### src/ing_cfg_pkg.sv
// Ingress merge sizing
// Port count, bus width and per-port buffer geometry with their scalar types
`default_nettype none

package ing_cfg_pkg;

    localparam int NUM_PORTS          = 4;
    localparam int PORT_W             = 2;
    localparam int DATA_BYTES         = 8;
    localparam int DATA_W             = DATA_BYTES * 8;

    // Per-port data region and attribute region
    localparam int BUF_DEPTH_PER_PORT = 16;
    localparam int PTR_W              = 4;
    localparam int PKTS_PER_PORT      = 8;
    localparam int APTR_W             = 3;

    typedef logic [PORT_W-1:0]     port_idx_t;
    typedef logic [DATA_W-1:0]     data_t;
    typedef logic [DATA_BYTES-1:0] keep_t;
    typedef logic [PTR_W-1:0]      ptr_t;
    typedef logic [APTR_W-1:0]     aptr_t;

endpackage

`default_nettype wire

### src/ing_atr_pkg.sv
// Ingress attribute entry
// One entry per stored packet holding its last-word pointer and byte keep
`default_nettype none

package ing_atr_pkg;

    localparam int ATR_PTR_W  = ing_cfg_pkg::PTR_W;
    localparam int ATR_KEEP_W = ing_cfg_pkg::DATA_BYTES;
    localparam int ATR_W      = ATR_PTR_W + ATR_KEEP_W;

    // Raw word as kept in memory, field view for build and decode
    typedef union packed {
        logic [ATR_W-1:0] raw;
        struct packed {
            ing_cfg_pkg::ptr_t  last_ptr;
            ing_cfg_pkg::keep_t last_keep;
        } fld;
    } atr_entry_u;

endpackage

`default_nettype wire

### src/ing_atr_buf.sv
// Ingress attribute buffer
// Stores last-word pointer and keep for each complete packet, per port region
`timescale 1ns/1ps
`default_nettype none

module ing_atr_buf (
    input  wire logic                    ing_bus,
    input  wire ing_cfg_pkg::keep_t      in_keep [ing_cfg_pkg::NUM_PORTS],
    input  wire logic                    wr_last,
    input  wire logic                    wr_en,
    input  wire ing_cfg_pkg::port_idx_t  wr_sel,
    input  wire ing_cfg_pkg::ptr_t       wr_ptr,
    input  wire ing_cfg_pkg::aptr_t      awr_ptr,
    input  wire ing_cfg_pkg::port_idx_t  rd_sel,
    input  wire ing_cfg_pkg::aptr_t      ard_ptr,
    output ing_atr_pkg::atr_entry_u      rd_atr
);

    import ing_cfg_pkg::*;
    import ing_atr_pkg::*;

    logic [ATR_W-1:0] mem [NUM_PORTS * PKTS_PER_PORT];

    atr_entry_u wr_entry;

    // Entry for the word being written
    always_comb begin
        wr_entry.fld.last_ptr  = wr_ptr;
        wr_entry.fld.last_keep = in_keep[wr_sel];
    end

    always_ff @(posedge ing_bus) begin
        if (wr_en && wr_last) begin
            mem[{wr_sel, awr_ptr}] <= wr_entry.raw;
        end
    end

    assign rd_atr = atr_entry_u'(mem[{rd_sel, ard_ptr}]);

endmodule

`default_nettype wire

### config.mk
export PLATFORM = sky130hd
export DESIGN_NAME = ing_atr_buf
export DESIGN_NICKNAME = d
export VERILOG_FILES = /design/src/ing_cfg_pkg.sv /design/src/ing_atr_pkg.sv /design/src/ing_atr_buf.sv
export SDC_FILE = /design/constraint.sdc
export NUM_CORES = 1
export LEC_CHECK = 0
export ABC_CLOCK_PERIOD_IN_PS = 5900
export BUFFER_PORTS_ARGS = -buffer_cell sky130_fd_sc_hd__buf_2
export CORE_MARGIN = 2
export CORE_UTILIZATION = 30
export CTS_CLUSTER_DIAMETER = 40
export DETAILED_ROUTE_END_ITERATION = 12
export GPL_ROUTABILITY_DRIVEN = 0
export PLACE_DENSITY_LB_ADDON = 0.3
export SETUP_SLACK_MARGIN = 0.5
export SLEW_MARGIN = 25
export SYNTH_ARGS = -nofsm -noshare
export SYNTH_HDL_FRONTEND = slang
export SYNTH_SLANG_ARGS = --single-unit
export TNS_END_PERCENT = 5
### constraint.sdc
create_clock -name ing_bus -period 5.9 [get_ports ing_bus]
set_clock_uncertainty 0.2 [all_clocks]
set_input_delay 0.295 -clock ing_bus [delete_from_list [all_inputs] [get_ports ing_bus]]
set_output_delay 0.295 -clock ing_bus [all_outputs]
set_load 0.02 [all_outputs]
Yosys cells after proc, flatten, opt, wreduce, memory -nomap -nowiden:

Memories as Yosys holds them, arrays and structs flattened.
Index checks and enable logic that the tools add are counted.

* add/sub/neg operators: 0
* multipliers: 0
* divide/modulo/power cells: 0
* magnitude comparators: 1
* eq/ne operators: 0
* shift operators: 0
* mux-type cells: 5
* bitwise gates (word level): 1
* reductions and logical operators: 1

Operator list (count)
* 8-bit binary-select mux with 2-bit select: 1
* 8-bit two-way mux: 2
* 3-bit >= comparator, second input constant: 1
* 2-bit NOT with 3-bit output: 1
* 1-bit two-way mux: 2
* 1-bit logical AND: 1

* bits in registers: 0
* bits in latches: 0
* bits in writable memories: 384
* bits in read-only memories: 0
* input port bits: 49
* output and inout port bits: 12
* word-level logic and storage cells: 9
* memories: 1

Memories
* mem: depth 32, width 12, read ports 1, clocked after memory_dff 0, wr ports 1, RTL line ing_atr_buf.sv:22 `logic [ATR_W-1:0] mem [NUM_PORTS * PKTS_PER_PORT];`

Depth between registers and ports, before layout:

* depth in word-level cells: 4
* depth in mapped cells: 8

Worst setup path after synthesis:

No wires, ideal clock.

* path type: input -> register
* start: input wr_sel[0]
* end: memory mem[18][0] in the netlist's numbering (enable)
* data arrival time: 1.685 ns
* setup slack: 3.634 ns
* stages on the path: 4
* path buffers: 2
* cells stage by stage: buf_4 -> buf_4 -> or3b_2 -> nor2_1

RTL lines
* start: declaration: RTL line ing_atr_buf.sv:11 `input wire ing_cfg_pkg::port_idx_t wr_sel,`
* end: declaration: RTL line ing_atr_buf.sv:22

No word-level cell before the write port.

==> metrics <==
DR vias/cell=4.88; layout cell share with drive strength beyond 1=0.189; power per cell area=348 nW/um2; Async SR Flop Fraction=0; chip width=231 um; Critical Path RT=5410 ps; H-tree levels=2; commonest non-fill, non-tap cells in the layout=384 x edfxtp_1, 192 x mux2i_1, 59 x buf_2, 49 x clkbuf_16, 48 x a22oi_1; global-route wire length before repair=55,700 um; Pre-antenna DRT Iters=4; total grt overflow=0; Detail Placement HPWL=22,100 um; PortBufs=60; biggest regs=mem x384; WHS=132 ps; flops & latches, synth=384; CTS Sinks=384; DRC viols=0; Vias=8,142; initial drt markers=734; Setup Fix Bufs, Post-CTS=0; syn_area_per_cell=17.8 um2; worst slew pin tran=988 ps; vias in the first global route=8,126; Seq/Total Area, Yosys=0.747; Initial Utilization=0.302; Max Buffers Root-to-Sink=3; VDD IR-drop max=157 uV; LEAKAGE=6.20 nW; slew margin rel.=0.340; post-DR wirelength/cell=22.7 um; unrepaired setup endpoints after global routing=false; Post-Syn Nets=918; most common cell after layout, fill and taps aside=edfxtp_1; Post-Syn Instances=869; Hold Path Class=primary input to flop; YS warnings=0; clk slew on worst S/H paths=60 ps; final std cells w/o fill=1,668; Die H=231 um; Die Footprint=53,300 um2; Layout area overhead=16.6%; number of flip-flops in the largest register=384; antenna violations before repair=0; EDFF count, synth=384; fin crit share=0.530; critical path class=primary input to output port; Detailed Route WL=37,900 um; Post-DRT Antenna Nets=0; CTS tree=built; final-report max-slew violation count=0; num rows=83; Reg with most FFs=mem; Setup TNS=0 ps; GRT Total Usage=0.142; core area=51,100 um2; status=completed; worst hold path startpoint=wr_ptr[1]; Final nets=1,003; crit path capture type=output port; CTS resizes=0; placed cells=1,583; ys flop type=edfxtp_1; Final Critical Period=3130 ps; hold-fix buffer count after cts=0; Worst setup SP type=primary input; top fanout value on the critical path=29; CTS Root Cell=clkbuf_16; final setup vio count=0; Unique masters post-synth=27; Max-Cap Viols=0; cell area after synthesis=15,400 um2; crit path from=ard_ptr[0]; Max Fclk=320 MHz; io pins=61; pin count of the biggest net entering global routing=104; CTS Buf Count=48; Worst Path Arrival=2630 ps; Final Hold Fails=0
## Yosys cell counts (all sizes together), types with 3 or more instances
cell    instances  area [um2]
a21oi          24         120
a22o           24         210
a22oi          48         360
a31oi          12        75.1
buf            40         393
clkbuf         11        41.3
edfxtp        384       11500
mux2i         192        1920
mux4            8         180
nand2          27         101
nand3          25         125
nand3b          3        22.5
nand4          13        81.3
nor2           35         131
nor3           12        60.1
## kinds of logic after synthesis
family          count (synthesis)  synth area share
flops                         384             0.747
mux                           200             0.136
simple gates                  126            0.0388
compound gates                108            0.0496
buf+inv                        51            0.0281
## worst paths after layout
check	end	slack, ps	cells past startpoint
worst min-delay path	mem[11][9]$_DFFE_PP_	130	1
worst max-delay path	rd_atr[8]	2770	8
## power breakdown
part / switching, mW / internal, mW / total, mW
clock: 1.10 / 1.74 / 2.84
sequential: 0.00413 / 3.05 / 3.06
combinational: 0.255 / 0.107 / 0.363
total: 1.36 / 4.90 / 6.26
## routing by layer
layer,global-route usage,share of wire
met5,0,0
met4,0.0425,0.023
met3,0.0203,0.051
met2,0.228,0.47
met1,0.200,0.45
## critical path: stages
cell and delay [ps]:
buf_2 150, nor2b_4 760, buf_4 430, a22o_1 170
nor3_1 90, a31oi_1 320, nand3_1 190, buf_2 210
## through the flow
step,setup slack (ps),power (mW),cell area [um2],util
6_report,2770,6.26,18000,0.352
3_5_place_dp,2490,3.48,16400,0.321
4_1_cts,2490,6.32,18000,0.352
3_3_place_gp,2580,3.48,16400,0.321
2_1_floorplan,3630,3.34,15400,-
5_1_grt,2670,6.45,18000,0.352
## area by class of cell
class,count,area [um2]
multi-input combinational,434,3520
antenna,1,2.50
clock buffer,53,1240
fill,4788,33100
tap,680,851
clock inverter,30,312
timing repair buffer,86,538
sequential,384,11500
No activity file was read; power rests on OpenSTA's default activity.
