[src/ing_cfg_pkg.sv]
// Ingress merge sizing
// Port count, bus width and per-port buffer geometry with their scalar types
`default_nettype none

package ing_cfg_pkg;

    localparam int NUM_PORTS          = 4;
    localparam int PORT_W             = 2;
    localparam int DATA_BYTES         = 8;
    localparam int DATA_W             = DATA_BYTES * 8;

    // Per-port data region and attribute region
    localparam int BUF_DEPTH_PER_PORT = 16;
    localparam int PTR_W              = 4;
    localparam int PKTS_PER_PORT      = 8;
    localparam int APTR_W             = 3;

    typedef logic [PORT_W-1:0]     port_idx_t;
    typedef logic [DATA_W-1:0]     data_t;
    typedef logic [DATA_BYTES-1:0] keep_t;
    typedef logic [PTR_W-1:0]      ptr_t;
    typedef logic [APTR_W-1:0]     aptr_t;

endpackage

`default_nettype wire

[src/ing_pkt_buf.sv]
// Ingress packet buffer
// Shared data memory split into one region per port, combinational read
`timescale 1ns/1ps
`default_nettype none

module ing_pkt_buf (
    input  wire logic                    ing_bus,
    input  wire ing_cfg_pkg::data_t      in_data [ing_cfg_pkg::NUM_PORTS],
    input  wire logic                    wr_en,
    input  wire ing_cfg_pkg::port_idx_t  wr_sel,
    input  wire ing_cfg_pkg::ptr_t       wr_ptr,
    input  wire ing_cfg_pkg::port_idx_t  rd_sel,
    input  wire ing_cfg_pkg::ptr_t       rd_ptr,
    output ing_cfg_pkg::data_t           rd_data
);

    import ing_cfg_pkg::*;

    // Port index is the upper address part
    data_t mem [NUM_PORTS * BUF_DEPTH_PER_PORT];

    logic [PORT_W+PTR_W-1:0] wr_addr;
    logic [PORT_W+PTR_W-1:0] rd_addr;

    assign wr_addr = {wr_sel, wr_ptr};
    assign rd_addr = {rd_sel, rd_ptr};

    always_ff @(posedge ing_bus) begin
        if (wr_en) begin
            mem[wr_addr] <= in_data[wr_sel];
        end
    end

    assign rd_data = mem[rd_addr];

endmodule

`default_nettype wire

[config.mk]
export PLATFORM = sky130hd
export DESIGN_NAME = ing_pkt_buf
export DESIGN_NICKNAME = d
export VERILOG_FILES = /design/src/ing_cfg_pkg.sv /design/src/ing_pkt_buf.sv
export SDC_FILE = /design/constraint.sdc
export NUM_CORES = 2
export LEC_CHECK = 0
export BUFFER_PORTS_ARGS = -buffer_cell sky130_fd_sc_hd__clkbuf_2
export CORE_ASPECT_RATIO = 0.6
export CORE_MARGIN = 1.5
export CORE_UTILIZATION = 36
export DETAILED_ROUTE_END_ITERATION = 8
export GPL_ROUTABILITY_DRIVEN = 0
export GPL_TIMING_DRIVEN = 0
export PLACE_DENSITY_LB_ADDON = 0.08
export SLEW_MARGIN = 5
export SYNTH_ARGS = -nofsm -noshare
export SYNTH_HDL_FRONTEND = slang
export SYNTH_SLANG_ARGS = --single-unit
[constraint.sdc]
create_clock -name ing_bus -period 8.6 [get_ports ing_bus]
set_input_delay 2.58 -clock ing_bus [delete_from_list [all_inputs] [get_ports ing_bus]]
set_output_delay 2.58 -clock ing_bus [all_outputs]
set_load 0.1 [all_outputs]
Word-level counts from Yosys, hierarchy flattened
Memories as Yosys holds them, arrays and structs flattened.
Cells that the tools add are included.
{ "classes": {"n_bitwise": 1, "n_reduce_logical": 0, "n_div": 0, "shift": 0, "n_eq_ne": 0, "addsub": 0, "muxes": 5, "n_lt_le_gt_ge": 1, "mul": 0} }
{ "ops": {"columns": ["op", "n"], "rows": [
  ["64-bit binary-select mux with 2-bit select", 1],
  ["64-bit two-way mux", 2],
  ["3-bit >= comparator (second input constant)", 1],
  ["2-bit NOT with 3-bit output", 1],
  ["1-bit two-way mux", 2]
]} }
{ "word_totals": {"rom_bits": 0, "word_cells": 8, "in_bits": 270, "ramBits": 4096, "n_memories": 1, "regBits": 0, "out_inout_bits": 64, "latch_bits": 0} }
{ "mem_list": {"columns": ["name", "words", "width", "read_ports", "rd_ports_with_merged_regs", "wr", "line", "text"], "rows": [
  ["mem", 64, 64, 1, 0, 1, "ing_pkt_buf.sv:20", "data_t mem [NUM_PORTS * BUF_DEPTH_PER_PORT];"]
]} }

Logic depth before layout (Yosys ltp)
{ "logic_depth": {"depth_word": 4, "depth_mapped": 10} }

Worst setup path before layout
OpenSTA, ideal clock, no wires.
{ "synth_timing": {"path_kind": "input to output", "from": "input port rd_ptr[0]", "to": "output port rd_data[50]", "stages": 9, "arrival_ns": 8.363, "t_required_ns": 6.020, "n_path_buf": 5, "slack_ns": -2.343, "cell_sequence": "buf_4 buf_6 buf_6 buf_4 buf_2 nor2_1 a211oi_1 a31oi_1 a2111oi_0"} }
{ "synth_via": {"elab_chain_len": 1} }
{ "synth_rtl": {"columns": ["element", "line", "text"], "rows": [
  ["start: declaration", "ing_pkt_buf.sv:13", "input wire ing_cfg_pkg::ptr_t rd_ptr,"],
  ["memory 64 x 64 bit", null, null],
  ["end: declaration", "ing_pkt_buf.sv:14", "output ing_cfg_pkg::data_t rd_data"]
]} }
Every way passes these cells.

Worst setup path after layout
{ "layout_timing": {"from": "input port rd_ptr[2]", "to": "output port rd_data[63]"} }
Same word-level chain as after synthesis.

==> impl_results.md <==
* Status: complete, but fails checks
* Failing checks: negative setup slack
* Initial antenna violation count at 39
* CP Launch Point: rd_ptr[2]
* Primary FF master, synth: edfxtp_1
* Pre-antenna DRT Iters at 7
* Met1 wire length at between 200,000 and 250,000 um
* Routed via count at 76,765
* Seq pwr share at 0.529
* WL final at 498,300 um
* Regs by FF count: mem x4096
* Max reg flops at approximately 4,000
* Lkg Pwr at between 50 and 60 nW
* Sw Share at 0.2318
* Worst setup margin at -0.04381 ns
* Largest net degree at the start of global routing at 65
* Placed cell count at approximately 13,000
* Yosys synthesis warning count at 0
* Fin cells at 13,551
* Actual slew at the worst max-slew pin at about 1.3 ns
* Row count at 187
* Die ar. at 437,700 um2
* Avg WL per Cell at roughly 37 um
* CP Class: input port to output pin
* # DRC at 0
* Synth-to-layout area growth at 17.79%
* Largest register by flop count: mem
* Yosys cell types at 38
* CP Data Arrival Time at 6.06 ns
* Post-synthesis sequential area ratio at 0.7879
* Most frequent cells in the layout: edfxtp_1 (4,096), mux4_2 (1,102), clkbuf_16 (400)
* Crit-path cells: buf_4, and2_1, nand2_1, clkdlybuf4s15_1, o22ai_1, nor4_4, a2bb2oi_2, clkbuf_8
* Crit-path slowest cell: clkdlybuf4s15_1
* Crit. End Element: output pin
* Total Routing Usage GR at 0.2250
* Clock sink count at 4,096
* Pwr Density at roughly 230 nW/um2
* Synth Instances at between 6,000 and 7,000
* Number of port buffers at about 320
* Area occupied by multi-input gates at between 30,000 and 40,000 um2
* ANT nets after route at 0
* DR WL met3 at approximately 34,000 um
* Post-synth EDFFs at between 4,000 and 5,000
* Synthesized area per cell at around 24 um2
* First-pass GRT wire length at between 600,000 and 700,000 um
* Die Width at 853.1 um
* Die height at slightly above 500 um
* Initial Utilization at 0.3612
* Reg clk slew, reported paths at ~0.06 ns
* Fmax at ~120 MHz
* Vias in the first global route at ~76,000
* Crit path max fanout at 10
* Commonest non-fill, non-tap cell in the layout: edfxtp_1
* Max Cap Viol at 0
* CTS root buffer: clkbuf_16
* Max VDD drop at between 150 and 200 uV
* Area of the core at between 400,000 and 500,000 um2
* DR iter-0 viols at about 9,200
* Vias/cell at around 5.7
* Int Power at roughly 0.033 W
* Reg area at around 120,000 um2
* Synth Cell Area at between 150,000 and 200,000 um2
* Final period utilization at 1.005
* Slew Viols, Final at 0
* Crit path capture: rd_data[63]
* Startpoint Class: input port
* WL met2 at 215,200 um
* Final #Nets at 7,729
* Synth area leaders: edfxtp_1 (79%), mux4_2 (16%), o22ai_1 (1.2%), buf_2 (0.48%), mux2_2 (0.43%)
* Final Setup Violations at 4
* Final worst path period need at approximately 8.6 ns
* Worst Path Required at 6.02 ns
* Min-delay worst type: input port to flip-flop
* DR top layer: met5
* Setup_tns at -0.1091 ns
* Gr ovfl total at 0
* Post-Syn Nets at ~6,800
* Core Util, Final at 0.4255
* Share of layout cells above drive strength 1 at 0.3547
* Hpwl dp at approximately 350,000 um
* Clock Path Buffers at 4
* Switch Pwr at 0.009850 W
* Flops & latches, synth at 4,096
* IO Pins at between 300 and 400
* Worst slew margin at 0.1177
* Synth top area share at 0.7879
* CTS tree: done
* Area leader, netlist: edfxtp_1
* Layout fillers at 37,016
* Comb power frac at 0.074
* H-tree Lvls at 5
* Worst path max stage delay at roughly 0.88 ns
* Power share of the clock group at 0.397
* Total CTS buffers at 390
* Fraction of registers with async set/reset at 0
* Hold Violations, Final at 0
area by class of cell:
cell class / instances / share of cell area
multi-input combinational: 2025 / 0.1769
clock inverter: 204 / 0.009139
clock buffer: 482 / 0.05611
sequential: 4096 / 0.6689
timing repair buffer: 577 / 0.03697
antenna: 34 / 0.0004627
tap: 5764 / 0.03922
buffer: 369 / 0.01226
layer usage:
| metal | GRT usage | vias up |
|---|---|---|
| met5 | 0 | - |
| met4 | 0.04862 | 2 |
| met3 | 0.03589 | 513 |
| met2 | 0.3237 | 2781 |
| met1 | 0.3600 | 43195 |
| li1 | - | 30274 |
worst max-delay path: cells and delay by family:
family | cells | cell delay, ns
AOI/OAI and AO/OA | 2 | 0.65
and+or+nand+nor | 3 | 1.42
buffers and inverters | 3 | 1.36
power groups by stage:
| stage | logic, W | clock network, W | registers [W] |
|---|---|---|---|
| finish | 0.00314 | 0.0169 | 0.0225 |
| global route | 0.00333 | 0.0178 | 0.0225 |
| CTS | 0.00321 | 0.0171 | 0.0225 |
| detailed placement | 0.00312 | 0 | 0.0229 |
| global placement | 0.00299 | 0 | 0.0229 |
| floorplan | 0.00175 | 0 | 0.0229 |
kinds of logic (layout without fill, tap and decap cells):
| kind of cell | Yosys count | count (layout) | share of synthesized area |
|---|---|---|---|
| other | 0 | 34 | 0 |
| AO/OA/AOI/OAI | 521 | 521 | 0.02066 |
| buffers and inverters | 371 | 1632 | 0.01244 |
| flip-flops | 4096 | 4096 | 0.7879 |
| multiplexers | 1234 | 1234 | 0.1708 |
| AND/OR/NAND/NOR | 270 | 270 | 0.008207 |
through the flow:
step           setup slack, ns  hold slack, ns  area (um2)  total power [W]
2_1_floorplan          -0.9822           3.476      156100          0.02465
3_3_place_gp            -8.868           3.883      165000          0.02594
3_5_place_dp            -1.805           3.270      170500          0.02605
4_1_cts               -0.02579           2.248      183700          0.04286
5_1_grt              -0.002241           2.327      183800          0.04367
6_report              -0.04381           2.339      183900          0.04249
synth_stat cells, types with 4 or more instances:
library cell and instances:
edfxtp_1 4096, mux4_2 1137, o22ai_1 299, buf_2 151
clkbuf_1 138, nor2_1 81, nand2_1 77, o21ai_0 74
mux2_2 60, nor4_1 58, buf_4 52, o21ai_1 49
o21a_1 47, mux2i_1 30, buf_6 22, a211oi_1 16
a31oi_1 16, nand2b_1 12, nor2b_1 12, nor3_1 11
o22a_1 10, buf_1 8, mux2_1 7, nand3_1 6
a2111oi_0 4
worst min path at each step:
| stage | start | end | slack, ns | depth (start not counted) |
|---|---|---|---|---|
| 6_report | wr_ptr[2] | mem[48][52]$_DFFE_PP_ | 2.34 | 2 |
| 5_1_grt | wr_ptr[2] | mem[54][52]$_DFFE_PP_ | 2.33 | 3 |
| 4_1_cts | wr_ptr[2] | mem[48][52]$_DFFE_PP_ | 2.25 | 2 |
| 3_5_place_dp | wr_ptr[2] | mem[54][52]$_DFFE_PP_ | 3.27 | 3 |
| 3_3_place_gp | in_data[195] | mem[51][3]$_DFFE_PP_ | 3.88 | 2 |
| 2_1_floorplan | in_data[192] | mem[0][0]$_DFFE_PP_ | 3.48 | 1 |
what timing repair did:
item | in CTS | in global routing
cloned | 0 | 0
gates resized for setup | 304 | 22
hold buffers | 0 | 0
pin swaps | 8 | 0
buffers inserted | 0 | 0
endpoints found under the setup margin | 64 | 16
(Power assumes the default switching activity.)
