===== config.mk =====
export PLATFORM = sky130hd
export DESIGN_NAME = ing_rd_fsm
export DESIGN_NICKNAME = d
export VERILOG_FILES = /design/src/ing_cfg_pkg.sv /design/src/ing_atr_pkg.sv /design/src/ing_rd_fsm.sv
export SDC_FILE = /design/constraint.sdc
export NUM_CORES = 1
export LEC_CHECK = 0
export BUFFER_PORTS_ARGS = -buffer_cell sky130_fd_sc_hd__buf_4
export CAP_MARGIN = 20
export CELL_PAD_IN_SITES_DETAIL_PLACEMENT = 0
export CELL_PAD_IN_SITES_GLOBAL_PLACEMENT = 1
export CORE_MARGIN = 5
export CORE_UTILIZATION = 35
export CTS_CLUSTER_SIZE = 10
export DETAILED_ROUTE_END_ITERATION = 7
export GPL_ROUTABILITY_DRIVEN = 0
export MAX_ROUTING_LAYER = met4
export PLACE_DENSITY_LB_ADDON = 0.1
export REMOVE_ABC_BUFFERS = 1
export SETUP_SLACK_MARGIN = 0.02
export SYNTH_ARGS = -nofsm -noshare
export SYNTH_HDL_FRONTEND = slang
export SYNTH_SLANG_ARGS = --single-unit

===== constraint.sdc =====
create_clock -name ing_bus -period 3.7 [get_ports ing_bus]
set_input_delay 0 -clock ing_bus [delete_from_list [all_inputs] [get_ports ing_bus]]
set_output_delay 0 -clock ing_bus [all_outputs]
set_load 0.005 [all_outputs]

===== src/ing_cfg_pkg.sv =====
// Ingress merge sizing
// Port count, bus width and per-port buffer geometry with their scalar types
`default_nettype none

package ing_cfg_pkg;

    localparam int NUM_PORTS          = 4;
    localparam int PORT_W             = 2;
    localparam int DATA_BYTES         = 8;
    localparam int DATA_W             = DATA_BYTES * 8;

    // Per-port data region and attribute region
    localparam int BUF_DEPTH_PER_PORT = 16;
    localparam int PTR_W              = 4;
    localparam int PKTS_PER_PORT      = 8;
    localparam int APTR_W             = 3;

    typedef logic [PORT_W-1:0]     port_idx_t;
    typedef logic [DATA_W-1:0]     data_t;
    typedef logic [DATA_BYTES-1:0] keep_t;
    typedef logic [PTR_W-1:0]      ptr_t;
    typedef logic [APTR_W-1:0]     aptr_t;

endpackage

`default_nettype wire


===== src/ing_atr_pkg.sv =====
// Ingress attribute entry
// One entry per stored packet holding its last-word pointer and byte keep
`default_nettype none

package ing_atr_pkg;

    localparam int ATR_PTR_W  = ing_cfg_pkg::PTR_W;
    localparam int ATR_KEEP_W = ing_cfg_pkg::DATA_BYTES;
    localparam int ATR_W      = ATR_PTR_W + ATR_KEEP_W;

    // Raw word as kept in memory, field view for build and decode
    typedef union packed {
        logic [ATR_W-1:0] raw;
        struct packed {
            ing_cfg_pkg::ptr_t  last_ptr;
            ing_cfg_pkg::keep_t last_keep;
        } fld;
    } atr_entry_u;

endpackage

`default_nettype wire


===== src/ing_rd_fsm.sv =====
// Ingress read scheduler
// Round-robin packet readout onto the merged output with a registered stage
`timescale 1ns/1ps
`default_nettype none

module ing_rd_fsm (
    input  wire logic                    ing_bus,
    input  wire logic                    arst_n,
    input  wire logic                    pkt_avail,
    input  wire ing_cfg_pkg::ptr_t       rd_ptr,
    input  wire ing_cfg_pkg::data_t      rd_data,
    input  wire ing_atr_pkg::atr_entry_u rd_atr,
    input  wire logic                    out_ready,
    output ing_cfg_pkg::port_idx_t       rd_sel,
    output logic                         rd_adv,
    output logic                         atr_pop,
    output logic                         out_valid,
    output ing_cfg_pkg::data_t           out_data,
    output ing_cfg_pkg::keep_t           out_keep,
    output logic                         out_last,
    output ing_cfg_pkg::port_idx_t       out_user
);

    import ing_cfg_pkg::*;

    // Low is SCAN, high is SEND
    logic st_send;

    logic load;
    logic is_last;
    port_idx_t next_sel;

    // Output register free or being emptied this cycle
    assign load    = st_send && (!out_valid || out_ready);
    assign is_last = (rd_ptr == rd_atr.fld.last_ptr);

    assign rd_adv  = load;
    assign atr_pop = load && is_last;

    assign next_sel = (rd_sel == port_idx_t'(NUM_PORTS - 1)) ? '0 : rd_sel + 1'b1;

    ////////////////////////////////////////
    // Scheduler state

    always_ff @(posedge ing_bus or negedge arst_n) begin
        if (!arst_n) begin
            st_send <= 1'b0;
            rd_sel  <= '0;
        end else if (!st_send) begin
            if (pkt_avail) begin
                st_send <= 1'b1;
            end else begin
                rd_sel <= next_sel;
            end
        end else if (load && is_last) begin
            // Packet done, resume scan past this port
            st_send <= 1'b0;
            rd_sel  <= next_sel;
        end
    end

    ////////////////////////////////////////
    // Output stage

    always_ff @(posedge ing_bus or negedge arst_n) begin
        if (!arst_n) begin
            out_valid <= 1'b0;
            out_last  <= 1'b0;
        end else if (load) begin
            out_valid <= 1'b1;
            out_last  <= is_last;
        end else if (out_ready) begin
            out_valid <= 1'b0;
            out_last  <= 1'b0;
        end
    end

    always_ff @(posedge ing_bus) begin
        if (load) begin
            out_data <= rd_data;
            out_keep <= is_last ? rd_atr.fld.last_keep : '1;
            out_user <= rd_sel;
        end
    end

    a_out_hold : assert property (
        @(posedge ing_bus) disable iff (!arst_n)
        out_valid && !out_ready |=> out_valid && $stable(out_data) && $stable(out_keep)
            && $stable(out_last) && $stable(out_user)
    );

endmodule

`default_nettype wire


== Yosys cells after proc, flatten, opt, wreduce, memory -nomap -nowiden ==
Cells that the tools add are included.
Widths: inputs -> output; s select.

* Bits in registers: 79
* Input port bits: 84
* Output and inout port bits: 80
* Logic and storage cells: 28

* Add/subtract/negate cells: 1
* Equality and inequality tests: 4
* Mux-type cells: 10
* Reductions and logical operators: 6

{| class="wikitable"
|+ Operators by type and width
! operator !! number
|-
| $mux 2 || 4
|-
| $mux 1 || 6
|-
| $eq 4x4->1 || 1
|-
| $add 2x1->2 const B || 1
|-
| $eq 2x2->1 const B || 1
|-
| $logic_and 1x1->1 || 2
|-
| $ne 2x1->1 const B || 1
|-
| $ne 2x2->1 const B || 1
|-
| $reduce_and 2->1 || 1
|-
| $reduce_bool 2->1 || 1
|-
| $logic_not 1->1 || 1
|-
| $logic_or 1x1->1 || 1
|}

== Logic depth before layout (Yosys ltp) ==
* Depth in word-level cells: 6
* Mapped depth: 4
* Gate-level depth less buffers: 4

== Least setup slack after synthesis ==
Ideal clock, no wire load.

* Path kind: register -> register
* Start: reg out_valid
* End: reg out_data[0] (enable)
* Setup time: 0.429 ns
* Arrival time: 2.060 ns
* Path slack: 1.210 ns
* Stages on the path, launching flop included: 4
* Period minus slack after synthesis: 2.490 ns
* Path through: dfrtp_1 nand2b_1 nand2_1 inv_1

* Cells in the longest elaborated chain, start to end: 3

{| class="wikitable"
|+ Ends and longest elaborated chain
! what !! RTL line !! source
|-
| start: declaration || ing_rd_fsm.sv:17 || <nowiki>output logic out_valid,</nowiki>
|-
| start signal: assignment || ing_rd_fsm.sv:67 || <nowiki>out_valid <= 1'b0;</nowiki>
|-
| start signal: assignment || ing_rd_fsm.sv:70 || <nowiki>out_valid <= 1'b1;</nowiki>
|-
| start signal: assignment || ing_rd_fsm.sv:73 || <nowiki>out_valid <= 1'b0;</nowiki>
|-
| $logic_not 1->1 || ing_rd_fsm.sv:34 || <nowiki>assign load = st_send && (!out_valid || out_ready);</nowiki>
|-
| $logic_or 1x1->1 || ing_rd_fsm.sv:34 ||
|-
| $logic_and 1x1->1 || ing_rd_fsm.sv:34 ||
|-
| net rd_adv || ing_rd_fsm.sv:15 || <nowiki>output logic rd_adv,</nowiki>
|-
| end signal: assignment || ing_rd_fsm.sv:80 || <nowiki>out_data <= rd_data;</nowiki>
|-
| end: declaration || ing_rd_fsm.sv:18 || <nowiki>output ing_cfg_pkg::data_t out_data,</nowiki>
|}

The timed path passes the listed nets, and every way through them passes these cells.
A chain may end at the register's enable or synchronous reset.

== Worst setup path after layout ==
* Start: reg out_valid
* End: out rd_adv

* Cells in the longest elaborated chain, start to end: 3

{| class="wikitable"
|+ Ends and longest elaborated chain
! what !! RTL line
|-
| $logic_not 1->1 || ing_rd_fsm.sv:34
|-
| $logic_or 1x1->1 || ing_rd_fsm.sv:34
|-
| $logic_and 1x1->1 || ing_rd_fsm.sv:34
|-
| end: declaration || ing_rd_fsm.sv:15
|}

Every way passes these cells.

==> flow_summary.toml <==
[setup_path]
r2r_setup_slack_ns = 1.72
cp_max_fo = 42
r2r_cells = 4
crit_arrival_ns = 2.15
critPathRequiredTime_ns = 3.70
path_cells = "nand2b_1 > nand2_1 > inv_2 > buf_4 > buf_4"
cp_top_family = "buffers and inverters"
path_common_cell = "buf_4"
slowest_delay_ns = 0.63
reg2reg_from = "out_valid"
r2r-end = "out_data[10]"
crit_buf_inv = 3
critPathKind = "reg2out"
critPathSlowestCell = "inv_2"
critPathCaptureType = "output pin"
start_kind = "register"

[timing]
hold_viol_final = 0
setup_viol = 0
slew_violations = 0
fin_crit_ns = 2.15
rsz0062_at_grt = "no"
finalCritPeriodShare_pct = 58.2
setup_ws_ns = 1.55
tightestPinTransition_ns = 0.853
maxSlewHeadroom_pct = 43.0
fin_worst_skew_ns = 0.0113
setup_tns_ns = 0
fmax_ghz = 0.465

[floorplan]
die_area_sq_mm = 0.00918
fp.dieW_microns = 95.8
row_count = 31
initial_core_util_pct = 35.7
coreArea_sq_mm = 0.00721
fp.dieH_microns = 95.8
io_pins = 164

[power_and_ir_drop]
peakVddDrop_v = 0.000307
power_leakage_nw = 2.03
p_per_area_mw_per_mm2 = 405

[synthesis]
yosysTopAreaCellShare_pct = 86.3
synth_cell_type_count = 14
synth.avg_cell_area_sq_um = 24.3
yosys-top-cells-area = "edfxtp_1 86%, dfrtp_1 4.9%, or2b_1 2.3%, xor2_1 1.4%, mux2_4 1.2%"
synth_top_area_cell = "edfxtp_1"
syn-instance-count = 106
seq_area_frac_synth_pct = 91.1
synthesis.area_sq_mm = 0.00258
yosys_register_bits = 79
yosys_warnings = 0

[final_layout]
final_common_cell = "buf_4"
drive_above_1_share_pct = 51.2
final_nets = 442
fin_cells = 460
final_core_util_pct = 67.1
final_cell_mix = "165 x buf_4, 75 x dlygate4sd3_1, 74 x edfxtp_1"
antenna_cells = 0
syn_to_final_growth_pct = 88.0

[clock_tree]
cts_buffer_depth = 2
cts_sinks = 79
cts_tree = "yes"
cts-root-buf = "clkbuf_8"
cts-resized-gates = 0
htree_levels = 3
insertion_delay_ns = 0.34
clk_pin_slew_worst_paths_ns = 0.07
cts_buffers = 9

[place]
preCtsSetupSlack_ns = 1.71
dpl.cell_count = 370
io_buffer_count = 163
dp_hpwl_microns = 4690

[detailed_routing]
wirelength_microns = 7020
wl_per_cell_microns = 15.3
ant_nets = 0
avgViaCountPerCell = 4.07
dr.pass1.iters = 4
first_iter_violations = 55
drc = 0
vias = 1870

[min_path]
min_to = "st_send"
min_delay_path_depth = 4
holdCritPathClass = "in2reg"
min-delay-start = "pkt_avail"

[run]
maxCapViolCount = 0

[global_route]
track_usage_pct = 15.3
grt_antenna_before_repair = 0
grt_start_max_net_pins = 43
grt_overflow = 0
grt_pass1_wl_microns = 9900
first_global_vias = 1955

[status]
status = "finished, final reports clean"
## Yosys cell counts
master,n
inv_1,3
nor2_1,2
nand2b_1,2
mux2_4,2
edfxtp_1,74
xor2_1,4
a31o_2,1
dfrtp_1,5
a31o_4,1
and2b_2,1
nand2_1,1
or2b_1,8
ha_1,1
nor4_4,1
## stage by stage
stage               total power, mW  hold slack (ns)  area, sq um
floorplan                      1.20           -0.296         2580
global placement               1.40           -0.195         3940
detailed placement             1.40           -0.196         3940
CTS                            1.99           0.0602         4840
global route                   2.06           0.0765         4840
finish                         1.96           0.0815         4840
## timing repair
item                                    in CTS  in global routing
hold buffers                                75                  0
setup buffers                                0                  0
endpoints found under the setup margin       0                  0
hold endpoints to repair                    78                  0
## routing by layer
| metal | up-vias | global-route usage, % | routed length [microns] |
|---|---|---|---|
| li1 | 904 | - | - |
| met1 | 874 | 15.5 | 2550 |
| met2 | 88 | 27.7 | 3850 |
| met3 | 4 | 4.07 | 556 |
| met4 | 0 | 6.52 | 57 |
| met5 | - | - | 0 |
## power breakdown
part           internal (mW)  switching (mW)  total [mW]
Clock                  0.234           0.280       0.514
Sequential              1.07          0.0314        1.11
Combinational          0.223           0.118       0.341
Total                   1.53           0.429        1.96
## cells by family (layout without fill, tap and decap cells)
logic type                 count (synthesis)  count (layout)  synth area share, %
buffers and inverters                      3             258                0.437
adders and majority gates                  1               1                0.486
xor gates and xnor gates                   4               4                 1.36
DFF                                       79              79                 91.1
AOI/OAI and AO/OA                          2               2                 1.02
muxes                                      2               2                 1.17
and+or+nand+nor                           15              15                 4.42
## registers in the layout, indices dropped and copies added, names as in the netlist
name       cells
st_send        1
out_keep       8
out_valid      1
out_user       2
out_data      64
rd_sel         2
out_last       1
## worst min-delay path, cell delays in order
cell    delay (ns)
buf_4         0.08
nor2_1        0.04
a31o_4        0.22
inv_1         0.05
## area by class of cell
| cell class | count | area, sq um |
|---|---|---|
| Fill cell | 553 | 2370 |
| Inverter | 3 | 11.3 |
| Multi-Input combinational cell | 24 | 218 |
| Clock buffer | 10 | 128 |
| Sequential cell | 79 | 2350 |
| Clock inverter | 5 | 26.3 |
| Tap cell | 99 | 124 |
| Timing Repair Buffer | 240 | 1990 |
## worst max path at each step
stage	slack [ns]	depth (start not counted)	to	from
floorplan	1.21	3	out_data[0]	out_valid
global placement	1.74	4	out_data[43]	out_valid
detailed placement	1.71	4	out_data[43]	out_valid
CTS	1.50	5	rd_adv	out_valid
global route	1.36	5	rd_adv	out_valid
finish	1.55	5	rd_adv	out_valid
Power figures use the tool's default switching activity.
