`config.mk`:
```
export PLATFORM = sky130hd
export DESIGN_NAME = ing_ptr_bank
export DESIGN_NICKNAME = d
export VERILOG_FILES = /design/src/ing_cfg_pkg.sv /design/src/ing_ptr_bank.sv
export SDC_FILE = /design/constraint.sdc
export NUM_CORES = 1
export LEC_CHECK = 0
export ABC_AREA = 1
export BUFFER_PORTS_ARGS = -buffer_cell sky130_fd_sc_hd__buf_2
export CORE_MARGIN = 3
export CORE_UTILIZATION = 55
export CTS_BUF_LIST = sky130_fd_sc_hd__clkbuf_2 sky130_fd_sc_hd__clkbuf_4 sky130_fd_sc_hd__clkbuf_8
export DETAILED_ROUTE_END_ITERATION = 7
export GPL_ROUTABILITY_DRIVEN = 0
export PLACE_DENSITY = 0.84
export SYNTH_ARGS = -nofsm -noshare
export SYNTH_HDL_FRONTEND = slang
export SYNTH_SLANG_ARGS = --single-unit
```
`constraint.sdc`:
```
create_clock -name ing_bus -period 5.75 [get_ports ing_bus]
set_input_delay 0.8625 -clock ing_bus [delete_from_list [all_inputs] [get_ports ing_bus]]
set_output_delay 0.8625 -clock ing_bus [all_outputs]
set_load 0.01 [all_outputs]
```
`src/ing_cfg_pkg.sv`:
```
// Ingress merge sizing
// Port count, bus width and per-port buffer geometry with their scalar types
`default_nettype none

package ing_cfg_pkg;

    localparam int NUM_PORTS          = 4;
    localparam int PORT_W             = 2;
    localparam int DATA_BYTES         = 8;
    localparam int DATA_W             = DATA_BYTES * 8;

    // Per-port data region and attribute region
    localparam int BUF_DEPTH_PER_PORT = 16;
    localparam int PTR_W              = 4;
    localparam int PKTS_PER_PORT      = 8;
    localparam int APTR_W             = 3;

    typedef logic [PORT_W-1:0]     port_idx_t;
    typedef logic [DATA_W-1:0]     data_t;
    typedef logic [DATA_BYTES-1:0] keep_t;
    typedef logic [PTR_W-1:0]      ptr_t;
    typedef logic [APTR_W-1:0]     aptr_t;

endpackage

`default_nettype wire

```
`src/ing_ptr_bank.sv`:
```
// Ingress pointer bank
// Rotating write slot plus per-port data and attribute pointers with full/empty status
`timescale 1ns/1ps
`default_nettype none

module ing_ptr_bank (
    input  wire logic                                ing_bus,
    input  wire logic                                arst_n,
    input  wire logic [ing_cfg_pkg::NUM_PORTS-1:0]   in_valid,
    input  wire logic [ing_cfg_pkg::NUM_PORTS-1:0]   in_last,
    input  wire ing_cfg_pkg::port_idx_t              rd_sel,
    input  wire logic                                rd_adv,
    input  wire logic                                atr_pop,
    output logic      [ing_cfg_pkg::NUM_PORTS-1:0]   in_ready,
    output logic                                     wr_en,
    output logic                                     wr_last,
    output ing_cfg_pkg::port_idx_t                   wr_sel,
    output ing_cfg_pkg::ptr_t                        wr_ptr,
    output ing_cfg_pkg::aptr_t                       awr_ptr,
    output ing_cfg_pkg::ptr_t                        rd_ptr,
    output ing_cfg_pkg::aptr_t                       ard_ptr,
    output logic                                     pkt_avail
);

    import ing_cfg_pkg::*;

    // Pointers carry one extra wrap bit
    logic [PTR_W:0]  dwp [NUM_PORTS];
    logic [PTR_W:0]  drp [NUM_PORTS];
    logic [APTR_W:0] awp [NUM_PORTS];
    logic [APTR_W:0] arp [NUM_PORTS];

    logic [NUM_PORTS-1:0] d_full;
    logic [NUM_PORTS-1:0] d_empty;
    logic [NUM_PORTS-1:0] a_full;
    logic [NUM_PORTS-1:0] a_empty;

    // Slot rotation starts one cycle after reset release
    logic wr_run;

    ////////////////////////////////////////
    // Write slot rotation

    always_ff @(posedge ing_bus or negedge arst_n) begin
        if (!arst_n) begin
            wr_sel <= '0;
            wr_run <= 1'b0;
        end else begin
            wr_run <= 1'b1;
            if (wr_sel == port_idx_t'(NUM_PORTS - 1)) begin
                wr_sel <= '0;
            end else begin
                wr_sel <= wr_sel + 1'b1;
            end
        end
    end

    // At most one port is ready, so the OR picks the slot owner
    assign wr_en   = |(in_valid & in_ready);
    assign wr_last = in_last[wr_sel];
    assign wr_ptr  = dwp[wr_sel][PTR_W-1:0];
    assign awr_ptr = awp[wr_sel][APTR_W-1:0];

    ////////////////////////////////////////
    // Per-port pointers

    for (genvar p = 0; p < NUM_PORTS; p++) begin : g_port
        assign d_full[p]  = (dwp[p][PTR_W] != drp[p][PTR_W]) &&
                            (dwp[p][PTR_W-1:0] == drp[p][PTR_W-1:0]);
        assign d_empty[p] = (dwp[p] == drp[p]);
        assign a_full[p]  = (awp[p][APTR_W] != arp[p][APTR_W]) &&
                            (awp[p][APTR_W-1:0] == arp[p][APTR_W-1:0]);
        assign a_empty[p] = (awp[p] == arp[p]);

        assign in_ready[p] = wr_run && (wr_sel == port_idx_t'(p)) && !d_full[p] && !a_full[p];

        always_ff @(posedge ing_bus or negedge arst_n) begin
            if (!arst_n) begin
                dwp[p] <= '0;
                drp[p] <= '0;
                awp[p] <= '0;
                arp[p] <= '0;
            end else begin
                if (wr_en && wr_sel == port_idx_t'(p)) begin
                    dwp[p] <= dwp[p] + 1'b1;
                    // Attribute slot closes on the last word
                    if (wr_last) begin
                        awp[p] <= awp[p] + 1'b1;
                    end
                end
                if (rd_adv && rd_sel == port_idx_t'(p)) begin
                    drp[p] <= drp[p] + 1'b1;
                end
                if (atr_pop && rd_sel == port_idx_t'(p)) begin
                    arp[p] <= arp[p] + 1'b1;
                end
            end
        end
    end

    ////////////////////////////////////////
    // Read side addressing

    assign rd_ptr    = drp[rd_sel][PTR_W-1:0];
    assign ard_ptr   = arp[rd_sel][APTR_W-1:0];
    assign pkt_avail = !a_empty[rd_sel];

    a_ready_onehot : assert property (
        @(posedge ing_bus) disable iff (!arst_n)
        $onehot0(in_ready)
    );

    // Scheduler must only pull words that were written
    a_adv_not_empty : assert property (
        @(posedge ing_bus) disable iff (!arst_n)
        rd_adv |-> !d_empty[rd_sel]
    );

endmodule

`default_nettype wire

```
# --- Yosys cells after proc, flatten, opt, wreduce, memory -nomap -nowiden ---
# Index checks and enable logic that the tools add are counted.
word_totals:
  input_bits: 14
  elab_cells: 133
  output_inout_bits: 23
  regBits: 75
op_classes:
  bitwise: 3
  n_reduce_logical: 48
  magnitude_cmp: 4
  n_mux: 17
  add_sub_neg: 17
  eq_ne: 26
ops:
  columns: ["operator", "count"]
  rows:
  - ["5-bit by 1-bit adder with 5-bit output, second input constant", 8]
  - ["4-bit by 1-bit adder with 4-bit output, second input constant", 8]
  - ["4-bit equality test", 8]
  - ["1-bit logical AND", 32]
  - ["5-bit binary-select mux with 2-bit select", 2]
  - ["4-bit binary-select mux with 2-bit select", 2]
  - ["4-bit two-way mux", 4]
  - ["3-bit equality test", 4]
  - ["3-bit two-way mux", 4]
  - ["1-bit zero test", 9]
  - ["2-bit equality test, second input constant", 4]
  - ["1-bit inequality test", 8]
  - ["2-bit AND reduction", 4]
  - ["3-bit greater-or-equal comparator, second input constant", 2]
  - ["2-bit by 3-bit < comparator with 1-bit output, second input constant", 2]
  - ["2-bit NOT with 3-bit output", 2]
  - ["4-bit AND", 1]
  - ["1-bit binary-select mux with 2-bit select", 2]
  - ["2-bit by 1-bit equality test with 1-bit output, second input constant", 2]
  - ["2-bit zero test", 2]
  - ["4-bit OR reduction", 1]
  - ["2-bit by 1-bit adder with 2-bit output, second input constant", 1]
  - ["1-bit two-way mux", 2]
  - ["2-bit two-way mux", 1]

# --- Longest topological paths before layout ---
logic_depth:
  ltp_word: 9
  mapped_depth: 14
  mapped_depth_nobuf: 12

# --- Worst setup path before layout ---
# OpenSTA, ideal clock, no wires.
synth_timing:
  path_kind: "reg2out"
  from: "register wr_sel[0]"
  to: "output wr_en"
  t_required_ns: 4.888
  slack_ns: 3.276
  n_path_buf: 2
  path_stages_with_launch: 11
  arrival_ns: 1.611
  path_cell_list: "dfrtp_1 -> inv_1 -> buf_1 -> ha_1 -> nand2_1 -> inv_1 -> nand4_1 -> nand2_1 -> inv_2 -> nand2_4 -> buf_4"
synth_via:
  elab_chain_len: 6
  elab_cells_between_ends: 18
  classes_between: "eq/ne (3); bitwise (1); reduce/logical (14)"
synth_lines:
  columns: ["element", "line", "text"]
  rows:
  - ["start, declared", "ing_ptr_bank.sv:17", "output ing_cfg_pkg::port_idx_t wr_sel,"]
  - ["start signal, assigned", "ing_ptr_bank.sv:53", "wr_sel <= wr_sel + 1'b1;"]
  - ["2-bit by 1-bit equality test with 1-bit output, or another cell as far along", "ing_ptr_bank.sv:75", "assign in_ready[p] = wr_run && (wr_sel == port_idx_t'(p)) && !d_full[p] && !a_full[p];"]
  - ["1-bit logical AND (3 in a row)", "ing_ptr_bank.sv:75", null]
  - ["4-bit AND (*)", "ing_ptr_bank.sv:59", "assign wr_en = |(in_valid & in_ready);"]
  - ["4-bit OR reduction (*)", "ing_ptr_bank.sv:59", null]
  - ["end, declared", "ing_ptr_bank.sv:15", "output logic wr_en,"]
# Every way passes the cells marked *; elsewhere a longest branch is shown, timed or not.

# --- Worst setup path after layout ---
# Same ends and word-level chain as after synthesis.

==> metrics.yaml <==
cts_tree: "done"
ant_nets: 0
drcViolationCount: 0
dp.cells: 711
cp_max_fo: 41
cts-root-buf: "clkbuf_8"
cts.sinks: 75
hold_violations: 0
dr.first_iter.drc_count: 283
cp-startpoint: "wr_sel[0]"
min_period_over_period_pct: 69.3
syn_nets: 620
p_per_area_nw_per_um2: 434
use_met3_pct: 4.25
skew_ps: 8.98
grt_first_pass_wirelength_um: 18400
core_um2: 8260
grtUsageMet1_pct: 31.8
yosysWarnings: 0
layout_min_cycle_time_ps: 3980
hold_buffers: 0
numCtsBuffers: 9
rr_worst_depth: 11
die_w_um: 98.5
worst_pin_slew_ps: 935
grt_pass1_vias: 3887
netlist_instances: 586
ys_seq_area_share_pct: 39.9
r2r_slack_ps: 2660
cp_cell_sequence: "inv_1 > ha_1 > nand2_1 > inv_1 > nand4_1 > nand2_1 > inv_2 > nand2_4 > buf_2"
yosys.cell_types.count: 33
placed_area_um2: 4920
cts.repair.resized: 0
critPathRequiredTime_ps: 4890
critical_path.reg2reg.startpoint: "wr_sel[0]"
wire_per_inst_um: 14.9
diodes: 0
holdCritPathClass: "reg -> reg"
num-fill-cells: 705
post_cts_buffers: 0
clk-insertion-delay-late_ps: 350
via_count: 4048
maxSlewViolCount: 0
final_cells: 726
fmax_mhz: 251
syn-cell-area_um2: 4700
outcome: "complete, no violations"
grt_max_degree: 76
nets: 651
track_usage_pct: 23.5
port_buffers: 36
fp.dieArea_um2: 9690
maxCapViolCount: 0
antenna_found_initial: 0
crit_path_start_kind: "flop"
grt_most_used_layer: "met2"
start_util_pct: 56.9
slowest_stage: "ha_1"
syn_avg_cell_area_um2: 8.02
htree_num_levels: 3
grt-ovfl-total: 0
finalSetupViolations: 0
slew_headroom_pct: 37.7
cts.clk_slew.worst_paths_ps: 70
ir_drop_mv: 0.167
final_layout_size_suffix_gt1_share_pct: 11.6
vias_per_cell: 5.58
dp_hpwl_um: 8020
wirelength_um: 10800
worstSetupEndpoint: "wr_en"
ys_ff_latch: 75
die_h_um: 98.5
fin_area_um2: 5100
ios: 37
rsz0062_at_grt: "no"
fin_ws_ps: 1770
num_rows: 33
tns_ps: 0
r2r-end: "dwp[7]"
worstSetupEndpointType: "output pin"
place_ws_ps: 2190
critPathMaxStageDelay_ps: 580
grtUsageMet2_pct: 37.3
crit_arrival_ps: 3120
synthToLayoutAreaGrowth_pct: 8.54
firstDrtPassIters: 5
power.leakage_uw: 0.00264
worstSetupPathType: "reg -> out"
clk_path_buf_depth: 2
## layout by cell type (no fill, tap or decap), types with 20 or more instances in the layout
cell,instances
xor2_1,42
nand4_1,30
dfrtp_1,75
a21oi_1,23
buf_2,35
nand2_1,167
inv_1,68
ha_1,20
nand3_1,41
nor2_1,23
o21ai_0,21
## cell type report
class | count | area, µm² | share of cell area (%)
clock buffers | 12 | 146 | 2.87
clock inverters | 3 | 40.0 | 0.785
inverters | 71 | 267 | 5.22
multi-input cells | 423 | 2450 | 48.1
flip-flops and latches | 75 | 1880 | 36.8
well taps | 105 | 131 | 2.57
repair buffers | 37 | 190 | 3.73
## report_power, final
part / total (µW) / internal (µW) / switching [µW] / leakage [µW]
registers: 1010 / 723 / 283 / 0.000926
logic: 807 / 343 / 465 / 0.00161
clock network: 404 / 212 / 192 / 0.000100
total: 2220 / 1280 / 940 / 0.00264
## per-layer routing
metal	vias up	wire length, µm	part of all wire, %
met4	0	315	2.9
met1	1923	4590	43
met3	26	685	6.4
met2	138	5190	48
met5	-	0	0
li1	1961	-	-
## how the worst min path moves through the flow
stage	from	end	cells past startpoint
2_1_floorplan	drp[19]	drp[19]	1
3_3_place_gp	arp[11]	arp[11]	1
3_5_place_dp	drp[14]	drp[14]	1
4_1_cts	drp[14]	drp[14]	1
5_1_grt	drp[19]	drp[19]	1
6_report	drp[14]	drp[14]	1
## state kept, by name, summed over array words and instances, names as in the netlist
name,cells
arp,16
awp,16
drp,20
dwp,20
wr_run,1
wr_sel,2
## critical path, delay by kind of cell, from the launching register on
family        cells  cell delay, ps
flops             1             540
simple gates      4             720
buf+inv           4             920
fa+ha+maj         1             580
## logic make-up after synthesis
logic type	after synthesis	synth area share, %
xor gates and xnor gates	60	11.2
AOI/OAI and AO/OA	61	7.64
DFF	75	39.9
adders and majority gates	20	5.32
other	1	0.0798
and+or+nand+nor	279	27.5
buffers and inverters	88	7.93
muxes	2	0.479
## Yosys cell counts (all sizes together)
cell type / number / share of area, %
xor2: 42 / 7.8
nor4: 2 / 0.27
clkbuf: 1 / 0.080
ha: 20 / 5.3
nor3: 1 / 0.11
and3: 4 / 0.53
mux2: 2 / 0.48
o22ai: 2 / 0.40
nand4: 30 / 4.0
a21oi: 23 / 2.4
a22oi: 7 / 1.1
o221ai: 3 / 0.56
nor2: 25 / 2.2
xnor2: 18 / 3.4
o21ai: 24 / 2.8
conb: 1 / 0.080
nand2: 171 / 14
dfrtp: 75 / 40
o211ai: 2 / 0.32
inv: 71 / 5.7
buf: 16 / 2.2
nand3: 46 / 6.1
## metrics by stage
step                utilization [%]  hold slack [ps]  power, µW
global placement               59.5              481       1760
CTS                            61.8              498       2220
floorplan                         -              460       1570
global route                   61.8              512       2410
finish                         61.8              493       2220
detailed placement             59.5              484       1810
No activity file was read; power rests on OpenSTA's default activity.
